===== config.mk =====
export PLATFORM = sky130hd
export DESIGN_NAME = dec_stage
export DESIGN_NICKNAME = d
export VERILOG_FILES = /design/src/dec_pkg.sv /design/src/dec_ctrl.sv /design/src/dec_imm.sv /design/src/dec_stage.sv
export SDC_FILE = /design/constraint.sdc
export NUM_CORES = 1
export LEC_CHECK = 0
export ABC_AREA = 1
export BUFFER_PORTS_ARGS = -buffer_cell sky130_fd_sc_hd__buf_4
export CAP_MARGIN = 15
export CORE_ASPECT_RATIO = 1.1
export CORE_MARGIN = 1.5
export CORE_UTILIZATION = 40
export DETAILED_ROUTE_END_ITERATION = 12
export PLACE_DENSITY_LB_ADDON = 0.12
export SYNTH_ARGS = -nofsm -noshare
export SYNTH_HDL_FRONTEND = slang
export SYNTH_SLANG_ARGS = --single-unit

===== constraint.sdc =====
create_clock -name clk -period 1.46 [get_ports clk]
set_input_delay 0.292 -clock clk [delete_from_list [all_inputs] [get_ports clk]]
set_output_delay 0.292 -clock clk [all_outputs]
set_load 0.02 [all_outputs]

===== src/dec_pkg.sv =====
`default_nettype none

package dec_pkg;

    // major opcode, instruction bits 6:2
    typedef enum logic [4:0] {
        OP_LOAD   = 5'b00000,
        OP_OP_IMM = 5'b00100,
        OP_AUIPC  = 5'b00101,
        OP_STORE  = 5'b01000,
        OP_OP     = 5'b01100,
        OP_LUI    = 5'b01101,
        OP_BRANCH = 5'b11000,
        OP_JALR   = 5'b11001,
        OP_JAL    = 5'b11011
    } opcode_e;

    typedef enum logic [3:0] {
        ALU_ADD  = 4'd0,
        ALU_SUB  = 4'd1,
        ALU_SLL  = 4'd2,
        ALU_SLT  = 4'd3,
        ALU_SLTU = 4'd4,
        ALU_XOR  = 4'd5,
        ALU_SRL  = 4'd6,
        ALU_SRA  = 4'd7,
        ALU_OR   = 4'd8,
        ALU_AND  = 4'd9
    } alu_op_e;

    typedef enum logic [2:0] {
        IMM_NONE = 3'd0,
        IMM_I    = 3'd1,
        IMM_S    = 3'd2,
        IMM_B    = 3'd3,
        IMM_U    = 3'd4,
        IMM_J    = 3'd5
    } imm_fmt_e;

    // memory access size, expanded to byte strobes in the stage
    localparam logic [1:0] MEM_SIZE_B = 2'd0;
    localparam logic [1:0] MEM_SIZE_H = 2'd1;
    localparam logic [1:0] MEM_SIZE_W = 2'd2;

    localparam logic [2:0] FUNCT3_LB   = 3'd0;
    localparam logic [2:0] FUNCT3_LH   = 3'd1;
    localparam logic [2:0] FUNCT3_LW   = 3'd2;
    localparam logic [2:0] FUNCT3_LBU  = 3'd4;
    localparam logic [2:0] FUNCT3_LHU  = 3'd5;

    localparam logic [2:0] FUNCT3_SB   = 3'd0;
    localparam logic [2:0] FUNCT3_SH   = 3'd1;
    localparam logic [2:0] FUNCT3_SW   = 3'd2;

    localparam logic [2:0] FUNCT3_BEQ  = 3'd0;
    localparam logic [2:0] FUNCT3_BNE  = 3'd1;
    localparam logic [2:0] FUNCT3_BLT  = 3'd4;
    localparam logic [2:0] FUNCT3_BGE  = 3'd5;
    localparam logic [2:0] FUNCT3_BLTU = 3'd6;
    localparam logic [2:0] FUNCT3_BGEU = 3'd7;

    localparam logic [2:0] FUNCT3_ADD  = 3'd0; // also ADDI, SUB
    localparam logic [2:0] FUNCT3_SLL  = 3'd1;
    localparam logic [2:0] FUNCT3_SLT  = 3'd2;
    localparam logic [2:0] FUNCT3_SLTU = 3'd3;
    localparam logic [2:0] FUNCT3_XOR  = 3'd4;
    localparam logic [2:0] FUNCT3_SRL  = 3'd5; // also SRA
    localparam logic [2:0] FUNCT3_OR   = 3'd6;
    localparam logic [2:0] FUNCT3_AND  = 3'd7;

    localparam logic [6:0] FUNCT7_BASE = 7'b0000000;
    localparam logic [6:0] FUNCT7_ALT  = 7'b0100000; // bit 30, SUB / SRA

    // one instruction word, four ways to slice it
    typedef union packed {
        struct packed {
            logic [6:0] funct7;
            logic [4:0] rs2;
            logic [4:0] rs1;
            logic [2:0] funct3;
            logic [4:0] rd;
            opcode_e    opcode;
            logic [1:0] quadrant;
        } r;
        struct packed {
            logic [11:0] imm11_0;
            logic [4:0]  rs1;
            logic [2:0]  funct3;
            logic [4:0]  rd;
            opcode_e     opcode;
            logic [1:0]  quadrant;
        } i;
        struct packed {
            logic [6:0] imm11_5;
            logic [4:0] rs2;
            logic [4:0] rs1;
            logic [2:0] funct3;
            logic [4:0] imm4_0;
            opcode_e    opcode;
            logic [1:0] quadrant;
        } s;
        struct packed {
            logic [19:0] imm31_12;
            logic [4:0]  rd;
            opcode_e     opcode;
            logic [1:0]  quadrant;
        } u;
    } inst_u;

endpackage

`default_nettype wire


===== src/dec_ctrl.sv =====
`default_nettype none

module dec_ctrl import dec_pkg::*; (
    input  inst_u      inst_i,
    input  logic       inst_valid_i,
    output imm_fmt_e   imm_fmt_o,
    output alu_op_e    alu_op_o,
    output logic [1:0] mem_size_o,
    output logic       rs1_zero_sel_o,
    output logic       rs2_imm_sel_o,
    output logic       pc_imm_sel_o,
    output logic       pc_alu_sel_o,
    output logic       branch_o,
    output logic       branch_zcmp_o,
    output logic       jump_o,
    output logic       jump_alu_o,
    output logic       mem_req_o,
    output logic       mem_wr_o,
    output logic       mem_sign_ext_o,
    output logic       mem_cal_sel_o,
    output logic       reg_wr_o,
    output logic       ill_inst_o
);

    // base alu op for a funct3 with funct7 at zero
    function automatic alu_op_e base_alu_op(input logic [2:0] funct3);
        alu_op_e op;
        case (funct3)
            FUNCT3_SLL:  op = ALU_SLL;
            FUNCT3_SLT:  op = ALU_SLT;
            FUNCT3_SLTU: op = ALU_SLTU;
            FUNCT3_XOR:  op = ALU_XOR;
            FUNCT3_SRL:  op = ALU_SRL;
            FUNCT3_OR:   op = ALU_OR;
            FUNCT3_AND:  op = ALU_AND;
            default:     op = ALU_ADD;
        endcase
        return op;
    endfunction

    always_comb begin
        imm_fmt_o      = IMM_NONE;
        alu_op_o       = ALU_ADD;
        mem_size_o     = MEM_SIZE_B;
        rs1_zero_sel_o = 1'b0;
        rs2_imm_sel_o  = 1'b0;
        pc_imm_sel_o   = 1'b0;
        pc_alu_sel_o   = 1'b0;
        branch_o       = 1'b0;
        branch_zcmp_o  = 1'b0;
        jump_o         = 1'b0;
        jump_alu_o     = 1'b0;
        mem_req_o      = 1'b0;
        mem_wr_o       = 1'b0;
        mem_sign_ext_o = 1'b0;
        mem_cal_sel_o  = 1'b0;
        reg_wr_o       = 1'b0;
        ill_inst_o     = inst_valid_i && (inst_i.r.quadrant != 2'b11); // compressed space
        if (inst_valid_i) begin
            case (inst_i.r.opcode)
                OP_LOAD: begin
                    imm_fmt_o      = IMM_I;
                    rs1_zero_sel_o = 1'b1;
                    mem_req_o      = 1'b1;
                    mem_cal_sel_o  = 1'b1; // write back load data
                    reg_wr_o       = 1'b1;
                    case (inst_i.r.funct3)
                        FUNCT3_LB: begin
                            mem_size_o     = MEM_SIZE_B;
                            mem_sign_ext_o = 1'b1;
                        end
                        FUNCT3_LH: begin
                            mem_size_o     = MEM_SIZE_H;
                            mem_sign_ext_o = 1'b1;
                        end
                        FUNCT3_LW: begin
                            mem_size_o     = MEM_SIZE_W;
                            mem_sign_ext_o = 1'b1;
                        end
                        FUNCT3_LBU: mem_size_o = MEM_SIZE_B;
                        FUNCT3_LHU: mem_size_o = MEM_SIZE_H;
                        default:    ill_inst_o = 1'b1;
                    endcase
                end
                OP_OP_IMM: begin
                    imm_fmt_o      = IMM_I;
                    rs1_zero_sel_o = 1'b1;
                    reg_wr_o       = 1'b1;
                    case (inst_i.r.funct3)
                        FUNCT3_SLL: begin
                            if (inst_i.r.funct7 == FUNCT7_BASE) alu_op_o = ALU_SLL;
                            else ill_inst_o = 1'b1;
                        end
                        FUNCT3_SRL: begin
                            if (inst_i.r.funct7 == FUNCT7_BASE) alu_op_o = ALU_SRL;
                            else if (inst_i.r.funct7 == FUNCT7_ALT) alu_op_o = ALU_SRA;
                            else ill_inst_o = 1'b1;
                        end
                        default: alu_op_o = base_alu_op(inst_i.r.funct3); // funct7 is imm here
                    endcase
                end
                OP_AUIPC: begin
                    imm_fmt_o      = IMM_U;
                    rs1_zero_sel_o = 1'b1;
                    pc_imm_sel_o   = 1'b1; // pc + imm
                    pc_alu_sel_o   = 1'b1;
                    reg_wr_o       = 1'b1;
                end
                OP_STORE: begin
                    imm_fmt_o      = IMM_S;
                    rs1_zero_sel_o = 1'b1;
                    mem_req_o      = 1'b1;
                    mem_wr_o       = 1'b1;
                    case (inst_i.r.funct3)
                        FUNCT3_SB: mem_size_o = MEM_SIZE_B;
                        FUNCT3_SH: mem_size_o = MEM_SIZE_H;
                        FUNCT3_SW: mem_size_o = MEM_SIZE_W;
                        default:   ill_inst_o = 1'b1;
                    endcase
                end
                OP_OP: begin
                    rs1_zero_sel_o = 1'b1;
                    rs2_imm_sel_o  = 1'b1; // rs2 operand
                    reg_wr_o       = 1'b1;
                    case (inst_i.r.funct7)
                        FUNCT7_BASE: alu_op_o = base_alu_op(inst_i.r.funct3);
                        FUNCT7_ALT: begin
                            if (inst_i.r.funct3 == FUNCT3_ADD) alu_op_o = ALU_SUB;
                            else if (inst_i.r.funct3 == FUNCT3_SRL) alu_op_o = ALU_SRA;
                            else ill_inst_o = 1'b1;
                        end
                        default: ill_inst_o = 1'b1;
                    endcase
                end
                OP_LUI: begin
                    imm_fmt_o = IMM_U;
                    alu_op_o  = ALU_OR; // zero | imm
                    reg_wr_o  = 1'b1;
                end
                OP_BRANCH: begin
                    imm_fmt_o      = IMM_B;
                    rs1_zero_sel_o = 1'b1;
                    rs2_imm_sel_o  = 1'b1;
                    branch_o       = 1'b1;
                    case (inst_i.r.funct3)
                        FUNCT3_BEQ: begin
                            alu_op_o      = ALU_SUB;
                            branch_zcmp_o = 1'b1;
                        end
                        FUNCT3_BNE: alu_op_o = ALU_SUB;
                        FUNCT3_BLT: alu_op_o = ALU_SLT;
                        FUNCT3_BGE: begin
                            alu_op_o      = ALU_SLT;
                            branch_zcmp_o = 1'b1;
                        end
                        FUNCT3_BLTU: alu_op_o = ALU_SLTU;
                        FUNCT3_BGEU: begin
                            alu_op_o      = ALU_SLTU;
                            branch_zcmp_o = 1'b1;
                        end
                        default: ill_inst_o = 1'b1;
                    endcase
                end
                OP_JALR: begin
                    imm_fmt_o      = IMM_I;
                    rs1_zero_sel_o = 1'b1;
                    pc_alu_sel_o   = 1'b1; // link address to rd
                    reg_wr_o       = 1'b1;
                    jump_alu_o     = 1'b1;
                end
                OP_JAL: begin
                    imm_fmt_o      = IMM_J;
                    rs1_zero_sel_o = 1'b1;
                    rs2_imm_sel_o  = 1'b1;
                    pc_alu_sel_o   = 1'b1;
                    reg_wr_o       = 1'b1;
                    jump_o         = 1'b1;
                end
                default: ill_inst_o = 1'b1;
            endcase
        end
    end

endmodule

`default_nettype wire


===== src/dec_imm.sv =====
`default_nettype none

module dec_imm import dec_pkg::*; #(
    parameter int XLEN = 32
) (
    input  inst_u            inst_i,
    input  imm_fmt_e         imm_fmt_i,
    output logic [XLEN-1:0]  imm_o
);

    logic [XLEN-1:0] imm_i;
    logic [XLEN-1:0] imm_s;
    logic [XLEN-1:0] imm_b;
    logic [XLEN-1:0] imm_u;
    logic [XLEN-1:0] imm_j;

    assign imm_i = XLEN'($signed(inst_i.i.imm11_0));
    assign imm_s = XLEN'($signed({inst_i.s.imm11_5, inst_i.s.imm4_0}));
    // b reuses the s slices, bit 7 moves up to imm[11]
    assign imm_b = XLEN'($signed({inst_i.s.imm11_5[6], inst_i.s.imm4_0[0],
                                  inst_i.s.imm11_5[5:0], inst_i.s.imm4_0[4:1], 1'b0}));
    assign imm_u = XLEN'($signed({inst_i.u.imm31_12, 12'b0}));
    // j is scrambled out of the upper 20 bits
    assign imm_j = XLEN'($signed({inst_i.u.imm31_12[19], inst_i.u.imm31_12[7:0],
                                  inst_i.u.imm31_12[8], inst_i.u.imm31_12[18:9], 1'b0}));

    always_comb begin
        case (imm_fmt_i)
            IMM_I:   imm_o = imm_i;
            IMM_S:   imm_o = imm_s;
            IMM_B:   imm_o = imm_b;
            IMM_U:   imm_o = imm_u;
            IMM_J:   imm_o = imm_j;
            default: imm_o = '0;
        endcase
    end

endmodule

`default_nettype wire


===== src/dec_stage.sv =====
`default_nettype none

module dec_stage import dec_pkg::*; #(
    parameter int XLEN = 32
) (
    input  logic              clk,
    input  logic              reset_i,
    input  logic [31:0]       inst_i,
    input  logic              inst_valid_i,
    output logic              valid_o,
    output logic [XLEN-1:0]   imm_o,
    output alu_op_e           alu_op_o,
    output logic [XLEN/8-1:0] mem_byte_o,
    output logic              rs1_zero_sel_o,
    output logic              rs2_imm_sel_o,
    output logic              pc_imm_sel_o,
    output logic              pc_alu_sel_o,
    output logic              branch_o,
    output logic              branch_zcmp_o,
    output logic              jump_o,
    output logic              jump_alu_o,
    output logic              mem_req_o,
    output logic              mem_wr_o,
    output logic              mem_sign_ext_o,
    output logic              mem_cal_sel_o,
    output logic              reg_wr_o,
    output logic              ill_inst_o
);

    localparam int STRB_W = XLEN / 8;

    inst_u             inst;
    imm_fmt_e          imm_fmt;
    alu_op_e           alu_op;
    logic [1:0]        mem_size;
    logic [XLEN-1:0]   imm;
    logic [STRB_W-1:0] mem_byte;
    logic rs1_zero_sel, rs2_imm_sel, pc_imm_sel, pc_alu_sel;
    logic branch, branch_zcmp, jump, jump_alu;
    logic mem_req, mem_wr, mem_sign_ext, mem_cal_sel, reg_wr, ill_inst;

    assign inst = inst_u'(inst_i);

    dec_ctrl u_ctrl (
        .inst_i         (inst),
        .inst_valid_i   (inst_valid_i),
        .imm_fmt_o      (imm_fmt),
        .alu_op_o       (alu_op),
        .mem_size_o     (mem_size),
        .rs1_zero_sel_o (rs1_zero_sel),
        .rs2_imm_sel_o  (rs2_imm_sel),
        .pc_imm_sel_o   (pc_imm_sel),
        .pc_alu_sel_o   (pc_alu_sel),
        .branch_o       (branch),
        .branch_zcmp_o  (branch_zcmp),
        .jump_o         (jump),
        .jump_alu_o     (jump_alu),
        .mem_req_o      (mem_req),
        .mem_wr_o       (mem_wr),
        .mem_sign_ext_o (mem_sign_ext),
        .mem_cal_sel_o  (mem_cal_sel),
        .reg_wr_o       (reg_wr),
        .ill_inst_o     (ill_inst)
    );

    dec_imm #(.XLEN(XLEN)) u_imm (
        .inst_i    (inst),
        .imm_fmt_i (imm_fmt),
        .imm_o     (imm)
    );

    always_comb begin
        mem_byte = '0;
        if (mem_req) begin
            case (mem_size)
                MEM_SIZE_B: mem_byte = STRB_W'(4'b0001);
                MEM_SIZE_H: mem_byte = STRB_W'(4'b0011);
                default:    mem_byte = STRB_W'(4'b1111); // word
            endcase
        end
    end

    always_ff @(posedge clk) begin
        if (reset_i) begin
            valid_o        <= 1'b0;
            alu_op_o       <= ALU_ADD;
            mem_byte_o     <= '0;
            rs1_zero_sel_o <= 1'b0;
            rs2_imm_sel_o  <= 1'b0;
            pc_imm_sel_o   <= 1'b0;
            pc_alu_sel_o   <= 1'b0;
            branch_o       <= 1'b0;
            branch_zcmp_o  <= 1'b0;
            jump_o         <= 1'b0;
            jump_alu_o     <= 1'b0;
            mem_req_o      <= 1'b0;
            mem_wr_o       <= 1'b0;
            mem_sign_ext_o <= 1'b0;
            mem_cal_sel_o  <= 1'b0;
            reg_wr_o       <= 1'b0;
            ill_inst_o     <= 1'b0;
        end else begin
            valid_o        <= inst_valid_i;
            alu_op_o       <= alu_op;
            mem_byte_o     <= ill_inst ? '0 : mem_byte; // trapped op touches nothing
            rs1_zero_sel_o <= rs1_zero_sel;
            rs2_imm_sel_o  <= rs2_imm_sel;
            pc_imm_sel_o   <= pc_imm_sel;
            pc_alu_sel_o   <= pc_alu_sel;
            branch_o       <= branch & ~ill_inst;
            branch_zcmp_o  <= branch_zcmp;
            jump_o         <= jump & ~ill_inst;
            jump_alu_o     <= jump_alu & ~ill_inst;
            mem_req_o      <= mem_req & ~ill_inst;
            mem_wr_o       <= mem_wr & ~ill_inst;
            mem_sign_ext_o <= mem_sign_ext;
            mem_cal_sel_o  <= mem_cal_sel;
            reg_wr_o       <= reg_wr & ~ill_inst;
            ill_inst_o     <= ill_inst;
        end
    end

    always_ff @(posedge clk) begin
        imm_o <= imm; // zero when idle, fmt is none
    end

    a_wr_has_req: assert property (@(posedge clk) disable iff (reset_i)
        mem_wr_o |-> mem_req_o);

    a_one_jump: assert property (@(posedge clk) disable iff (reset_i)
        !(jump_o && jump_alu_o));

    a_ill_no_wb: assert property (@(posedge clk) disable iff (reset_i)
        ill_inst_o |-> !reg_wr_o);

    // an idle slot carries no control and no data
    a_idle_quiet: assert property (@(posedge clk) disable iff (reset_i)
        !valid_o |-> !(reg_wr_o || mem_req_o || mem_wr_o || branch_o || jump_o ||
                       jump_alu_o || ill_inst_o || rs1_zero_sel_o || rs2_imm_sel_o ||
                       pc_imm_sel_o || pc_alu_sel_o || branch_zcmp_o || mem_sign_ext_o ||
                       mem_cal_sel_o || (|mem_byte_o) || (|imm_o) ||
                       (alu_op_o != ALU_ADD)));

endmodule

`default_nettype wire


Yosys cells after proc, flatten, opt, wreduce, memory -nomap -nowiden
Index checks and enable logic that the tools add are counted.
Word-level totals
  bits in registers: 55
  input bits: 35
  output and inout port bits: 55
  logic and storage cells: 127
Cells by class
  eq/ne operators: 23
  muxes and demuxes: 50
  bitwise logic cells: 11
  reduce and logical (&&, ||, !) cells: 25
Operators with widths (number)
  $pmux W32 S5: 1
  $mux W1: 28
  $pmux W4 S7: 1
  $pmux W4 S2: 3
  $reduce_or A3 Y1: 8
  $pmux W4 S5: 1
  $eq A3 B3 Y1 const B: 6
  $pmux W4 S4: 1
  $eq A5 B4 Y1 const B: 3
  $eq A5 B5 Y1 const B: 3
  $pmux W3 S5: 1
  $reduce_or A2 Y1: 7
  $eq A3 B2 Y1 const B: 4
  $pmux W2 S2: 3
  $eq A5 B3 Y1 const B: 2
  $mux W3: 3
  $pmux W3 S3: 1
  $mux W4: 2
  $reduce_or A8 Y1: 1
  $eq A7 B6 Y1 const B: 1
  $logic_not A7 Y1: 1
  $reduce_or A7 Y1: 1
  $and A1 B1 Y1: 6
  $eq A3 B1 Y1 const B: 2
  13 further kinds: 19

Depth between registers and ports, before layout
Gate-level depths: netlist of run 1.
  depth in word-level cells: 9
  depth in mapped cells: 11

Modules after synthesis
From an unflattened synthesis of run 1, not the netlist that was laid out.
Unflattened totals
  cell total of the unflattened synthesis: 317
  area, all modules: 2373.5 sq um
Modules (own cells, without submodules)
  dec_stage: times used 1, cells an instance 101, area each 1286.2 sq um, sequential area each 1081.0 sq um
  dec_ctrl: times used 1, cells an instance 139, area each 611.8 sq um, sequential area each 0.0 sq um
  dec_imm: times used 1, cells an instance 77, area each 475.5 sq um, sequential area each 0.0 sq um

Least setup slack after synthesis of run 1
OpenSTA, ideal clock, no wires.
  path type: input to register
  start point: input port inst_i[4]
  end point: register imm_o[10]
  setup time: 0.126 ns
  arrival time: 1.252 ns
  setup slack: 0.082 ns
  cell stages on the path: 6
  buffers on the path: 0
  cells stage by stage: inv_1 -> nand2_1 -> nor3_4 -> nor2_4 -> nor2_1 -> nor2_1
On the way
  word-level cells in the longest chain between the ends: 6
RTL lines
  start, declared: line dec_stage.sv:8  | input logic [31:0] inst_i,
  $eq A5 B5 Y1 (tied with other cells): line dec_ctrl.sv:60  | case (inst_i.r.opcode)
  $reduce_or A3 Y1 (no line) or $reduce_or A2 Y1 (tied branches)
  $pmux W3 S5 (*): line dec_ctrl.sv:60
  $mux W3 (*): line dec_ctrl.sv:59  | if (inst_valid_i) begin
  $eq A3 B3 Y1 (tied with other cells): line dec_imm.sv:28  | case (imm_fmt_i)
  $pmux W32 S5 (*): line dec_imm.sv:28
  net imm[10]: line dec_stage.sv:36  | logic [XLEN-1:0] imm;
  end signal, assigned: line dec_stage.sv:124  | imm_o <= imm;
  end, declared: line dec_stage.sv:11  | output logic [XLEN-1:0] imm_o,
Mark *: on every way through the listed nets, which the timed path passes. The rest lies on a longest branch.
A chain may end at the register's enable or synchronous reset.

Worst setup path after layout of run 1
  start point: input port inst_i[3]
  end point: register mem_byte_o[2]
On the way
  word-level cells in the longest chain between the ends: 6
RTL lines
  parallel branches: the longest is 6 deep, another holds $pmux W1 S6
  end signal, assigned: line dec_stage.sv:105  | mem_byte_o <= ill_inst ? '0 : mem_byte;
  end, declared: line dec_stage.sv:13  | output logic [XLEN/8-1:0] mem_byte_o,
Parallel ways; which one is timed is not known.

==> reports/metrics.csv, run 1 <==
metric,value,unit
clock sink count,54,
Pleak,1.86,nW
final core utilization,64.2,%
Post-CTS Hold Fix Bufs,0,
final number of hold-violating endpoints,0,
DP HPWL,4970,um
maximum number of pins on one net before global-route repair,21,
Yosys reg bits,54,
Yosys top cell area share,48.9,%
RSZ-0062 raised after global routing,no,
P per Cell Area,870,nW/um^2
Logic pwr share,16.0,%
fin. max-slew vios,0,
Wirelength per Cell,12.0,um
Int Power,2.25,mW
minimum clock period,1330,ps
CP max stage cell,nand4_1,
CP max FO,5,
"Critical Path, Cell by Cell",buf_4 > nor2_4 > nand2_2 > nor2_1 > inv_1 > nor2_1 > nand3_1 > nand4_1 > nor2_1,
vias,2386,
met1 GRT Util,24.8,%
gr usage total,21.2,%
Std-Cell Rows,28,
Hold EP,imm_o[4]$_DFF_P_,
hold path cells,3,
Setup WS post-layout,133,ps
final WL,6210,um
nature of the critical path endpoint,flop,
cell mode on critical path,nor2_1,
Initial DRC Count,88,
gpl congestion,0.872,
drc violations,0,
share of flip-flops with an asynchronous set or reset after synthesis,0,%
sequential cell area fraction in the yosys report,48.9,%
GR Overflow Total,0,
Vias/cell,4.62,
Port Buf Inserts,89,
met2 usage,39.4,%
"IR drop worst, VDD",0.000500,V
"EDFF count, synth",0,
DRT antenna net count,0,
post-place setup slack,-195,ps
post-synthesis mux area share,0,%
worst setup path class,in2reg,
clock transition at the registers of the reported paths,90,ps
# IOs,90,
Final period util,90.9,%
P&R area growth vs syn,55.5,%
sequential group share of total power,51.0,%
design area,3440,sq um
ant diodes,0,
vias in the first global route,2269,
Design Power,2.99,mW
Worst Setup SP,inst_i[3],
worst path required time,1650,ps
Core ar.,5360,sq um
die footprint,5990,sq um
most used routing layer,met2,
synth cell count leaders,"nand2_1 (73), dfxtp_1 (54), nand3_1 (50), nor2_1 (38), inv_1 (37)",
antenna violations before repair,0,
placed cell areas,3320,sq um
P_sw,0.743,mW
combinational family with the most area after synthesis,simple AND/OR/NAND/NOR gates,
setup bufs post-CTS,0,
Post-Synth XOR/XNOR Area,0,%
unique cell type count in the Yosys netlist,25,
Starting Density,41.3,%
Final nets,476,
H-Tree Depth,2,
cell accounting for the most synthesized area,dfxtp_1,
Hold Startpoint,inst_i[11],
most frequent cell after synthesis,nand2_1,
switch share,24.8,%
Syn Inst Count,301,
Max Fclk,0.754,GHz
status,finished clean,
Compound-Gate Fraction of Synth Area,4.41,%
slowest cell delay on critical path,240,ps
first-pass GRT wire length,9940,um
Post-Synth Simple-Gate Area,38.1,%
Max Root-Sink Buffers,2,
synthesized area per cell,7.35,sq um
Synth Warn #,0,
clock share of power,33.1,%
Main synth FF type,dfxtp_1,
Die X,73.9,um
Synth area leaders,"dfxtp_1 (49%), nand2_1 (12%), nand3_1 (11%)",
met3 Use GR,3.97,%
cells resized by post-CTS repair,0,
max-cap violations,0,
CP arrival,1510,ps
Synth Area in Adders,0,%
drt pass-1 iters,4,
"Cell Area, Synth",2210,sq um
startpoint types,primary input,
layout cells sized above 1,37.3,%
clock root cell,clkbuf_8,
hold crit path type,in2reg,
Die Height,81.0,um
total CTS buffers,5,
"Net Count, Synth",336,
CTS tree,built,
Least-Margin Pin Slew,268,ps
slew margin rel.,82.0,%
Setup-failing EPs final,0,
==> cell type report <==
type | instances | area, sq um
fillers | 531 | 1920
flip-flops and latches | 54 | 1080
repair buffers | 141 | 1060
multi-input cells | 200 | 947
inverters | 39 | 146
well taps | 75 | 93.8
clock buffers | 6 | 72.6
clock inverters | 2 | 37.5
==> power by group through the flow <==
stage | Clock, mW | Sequential, mW | Combinational (mW)
after CTS | 1.01 | 1.53 | 0.478
after floorplan | 0 | 1.62 | 0.143
final | 0.990 | 1.53 | 0.478
after global placement | 0 | 1.56 | 0.472
after global routing | 1.06 | 1.53 | 0.520
after detailed placement | 0 | 1.56 | 0.476
==> per-layer routing <==
layer | vias up | wire length, um | share of wire (%)
li1 | 1232 | - | -
met1 | 1083 | 2760 | 44
met2 | 67 | 3150 | 51
met3 | 4 | 275 | 4.4
met4 | 0 | 35 | 0.56
met5 | - | 0 | 0
==> critical path: cells and delay by family <==
kind,cells,cell delay [ps]
buf+inv,2,210
simple gates,7,1000
==> layout by cell type (no fill, tap or decap) <==
cell type | netlist | routed
nand3_1 | 50 | 50
nand3_2 | 2 | 2
nor2_2 | 2 | 3
a31oi_1 | 3 | 3
nand2_1 | 73 | 73
nor3_4 | 1 | 1
o21ai_0 | 8 | 8
inv_2 | 2 | 2
buf_4 | 1 | 140
nor4_1 | 1 | 1
buf_6 | 1 | 1
nor3_1 | 4 | 4
nand4_1 | 5 | 5
inv_1 | 37 | 37
a21oi_1 | 3 | 2
o211ai_1 | 1 | 1
a21oi_2 | 1 | 2
a211oi_1 | 1 | 1
clkbuf_1 | 4 | 1
dfxtp_1 | 54 | 54
clkinvlp_4 | 0 | 1
nor2_1 | 38 | 37
nand3_4 | 1 | 1
nand2_2 | 3 | 3
clkbuf_8 | 0 | 5
bufinv_16 | 0 | 1
nor2_4 | 3 | 3
==> stage by stage <==
step / setup TNS [ps] / hold WS, ps / instances
3_3_place_gp: -2930 / 492 / 509
6_report: 0 / 185 / 517
4_1_cts: 0 / 179 / 517
2_1_floorplan: 0 / 395 / 301
5_1_grt: 0 / 184 / 517
3_5_place_dp: -4560 / 494 / 509
==> worst max-delay path by stage <==
stage | end | slack (ps) | cells after the start
6_report | mem_byte_o[2]$_SDFF_PP0_ | 130 | 9
5_1_grt | mem_byte_o[2]$_SDFF_PP0_ | 9 | 9
4_1_cts | mem_byte_o[2]$_SDFF_PP0_ | 110 | 8
3_5_place_dp | mem_wr_o$_SDFF_PP0_ | -200 | 8
3_3_place_gp | mem_byte_o[2]$_SDFF_PP0_ | -210 | 9
2_1_floorplan | imm_o[10]$_DFF_P_ | 80 | 6
==> state kept, by name (all words and copies together) (netlist names) <==
signal	count
mem_req_o	1
ill_inst_o	1
alu_op_o	4
valid_o	1
pc_alu_sel_o	1
pc_imm_sel_o	1
rs1_zero_sel_o	1
mem_cal_sel_o	1
mem_byte_o	3
branch_zcmp_o	1
branch_o	1
mem_sign_ext_o	1
reg_wr_o	1
jump_alu_o	1
mem_wr_o	1
jump_o	1
imm_o	32
rs2_imm_sel_o	1
==> logic make-up after synthesis <==
| group | count (synthesis) |
|---|---|
| buffers and inverters | 47 |
| DFF | 54 |
| and+or+nand+nor | 183 |
| AOI/OAI and AO/OA | 17 |
Note: power is estimated with default switching activity, not from simulation.
==> run 2, diff against run 1 <==
CORE_MARGIN = 1   (was 1.5)
CTS_CLUSTER_SIZE = 8   (was unset)
PLACE_DENSITY = 0.73   (was unset)
PLACE_DENSITY_LB_ADDON = unset   (was 0.12)
==> run 2 against run 1 <==
Effect of this change: the run now ends with DRC left; first-iteration DRC count up 74%; worst setup slack got worse by 22 ps; sequential power about the same; clock power fell by 13%; core utilization shrank 0.82 points; largest power group unchanged; hold slack got worse by 13 ps; critical path depth down 1; clock-buffer cell count unchanged; largest cell class unchanged; highest routed layer unchanged; critical endpoint is now mem_byte_o[1]$_SDFF_PP0_.
==> reports/metrics.csv, run 2 (same netlist as run 1, synthesis figures left out) <==
metric,value,unit,change
Setup WS post-layout,111,ps,-22.3 ps
gr usage total,22.0,%,+0.83 points
worst setup path class,in2reg,,
Vias/cell,4.73,,+2.4%
drt pass-1 iters,9,,+5
Biggest register,imm_o,,
fin. max-slew vios,0,,unchanged
max-cap violations,0,,unchanged
Max Root-Sink Buffers,2,,unchanged
status,"complete, but fails checks",,
nature of the critical path endpoint,flop,,
CP max FO,5,,unchanged
CTS tree,built,,
most frequent cells in the layout,"buf_4 (138), nand2_1 (73), dfxtp_1 (54)",,
startpoint types,primary input,,
Least-Margin Pin Slew,295,ps,+27.1 ps
DP HPWL,4990,um,+0.52%
H-Tree Depth,2,,unchanged
Largest register FFs,32,,unchanged
RSZ-0062 raised after global routing,no,,
hold path cells,3,,unchanged
clock root cell,clkbuf_8,,
Final period util,92.4,%,+1.5 points
final number of hold-violating endpoints,0,,unchanged
setup bufs post-CTS,0,,unchanged
DRT antenna net count,0,,unchanged
clock transition at the registers of the reported paths,100,ps,about the same
setup TNS,0,ps,unchanged
crit path capture,mem_byte_o[1]$_SDFF_PP0_,,
antenna violations before repair,0,,unchanged
Port Buf Inserts,89,,unchanged
met2 wire len,3320,um,+5.5%
maximum number of pins on one net before global-route repair,21,,unchanged
failing checks,DRC,,
Setup-failing EPs final,0,,unchanged
DR top layer,met4,,
critical path buffer and inverter count,1,,-1
final WL,6310,um,+1.6%
Core ar.,5360,sq um,unchanged
vias in the first global route,2199,,-3.1%
Worst path top cell family by delay,simple AND/OR/NAND/NOR gates,,
Post-CTS Hold Fix Bufs,0,,unchanged
layout cells sized above 1,36.9,%,-0.43 points
total CTS buffers,5,,unchanged
Max Fclk,0.741,GHz,-1.7%
Regs by FF count,"imm_o x32, alu_op_o x4, mem_byte_o x3",,
drc violations,1,,+1
die footprint,5830,sq um,-2.6%
slowest cell delay on critical path,230,ps,about the same
P per Cell Area,842,nW/um^2,-3.2%
clock sink count,54,,unchanged
P&R area growth vs syn,53.6,%,
GR Overflow Total,0,,unchanged
WP depth,8,,-1
Final nets,473,,-0.63%
"IR drop worst, VDD",0.000393,V,-21%
wl on met1,2520,um,-8.5%
hold crit path type,in2reg,,
Std-Cell Rows,28,,unchanged
Initial DRC Count,153,,+74%
Hold Startpoint,inst_i[8],,
slew margin rel.,80.3,%,-1.7 points
Worst Setup SP,inst_i[28],,
minimum clock period,1350,ps,+22.3 ps
"most common cell after layout, fill and taps aside",buf_4,,
first-pass GRT wire length,9790,um,-1.5%
ant diodes,0,,unchanged
Die X,72.9,um,-1.4%
cells resized by post-CTS repair,0,,unchanged
CP max stage cell,nand4_1,,
gpl congestion,0.942,,+8.1%
post-place setup slack,-167,ps,+28.2 ps
worst path required time,1690,ps,+40 ps
Wirelength per Cell,12.3,um,+2.2%
# IOs,90,,unchanged
"Critical Path, Cell by Cell",buf_4 > nor2_1 > nand2_1 > o21ai_0 > nand2_1 > nand3_1 > nand4_1 > nor2_1,,
Pleak,1.84,nW,-1.2%
vias,2430,,+1.8%
met3 wire length,412,um,+50%
CP arrival,1580,ps,+70 ps
Die Height,80.0,um,-1.2%
Starting Density,41.3,%,unchanged
-- run 2: cell types whose count changed in the layout (fill, tap and decap cells not counted) --
cell	delta
buf_4	-2
buf_6	-1
bufinv_16	-1
clkbuf_1	-1
clkbuf_8	+1
clkinv_2	+1
nor2_1	+1
nor2_2	-1
-- run 2: cell type report --
type	instances	area (sq um)
fill	489	1960
sequential	54	1080
timing repair buffer	138	1040
multi-input combinational	200	945
inverter	39	146
tap	75	93.8
clock buffer	6	82.6
clock inverter	2	12.5
-- run 2: metrics by stage --
step / total power, mW / std cells / cell area, sq um / util [%] / hold WS [ps]
detailed placement: 2.04 / 506 / 3300 / 61.6 / 490
floorplan: 1.76 / 301 / 2210 / - / 395
finish: 2.86 / 514 / 3400 / 63.4 / 172
CTS: 2.88 / 514 / 3400 / 63.4 / 169
global route: 2.97 / 514 / 3400 / 63.4 / 172
global placement: 2.03 / 506 / 3300 / 61.6 / 485
-- run 2: where the power goes --
part	internal, mW	switching, mW	total [mW]
Sequential	1.51	0.0111	1.53
Combinational	0.223	0.255	0.478
Clock	0.382	0.475	0.858
-- run 2: how the worst min path moves through the flow --
stage,endpoint,slack (ps)
after floorplan,imm_o[1]$_DFF_P_,400
after global placement,imm_o[1]$_DFF_P_,490
after global routing,imm_o[1]$_DFF_P_,170
after CTS,imm_o[1]$_DFF_P_,170
final,imm_o[1]$_DFF_P_,170
after detailed placement,imm_o[1]$_DFF_P_,490
-- run 2: layer usage --
layer / vias up / track usage, %
met1: 1094 / 24.3
met5: - / 0
met3: 9 / 5.18
met4: 0 / 5.69
li1: 1233 / -
met2: 94 / 41.7
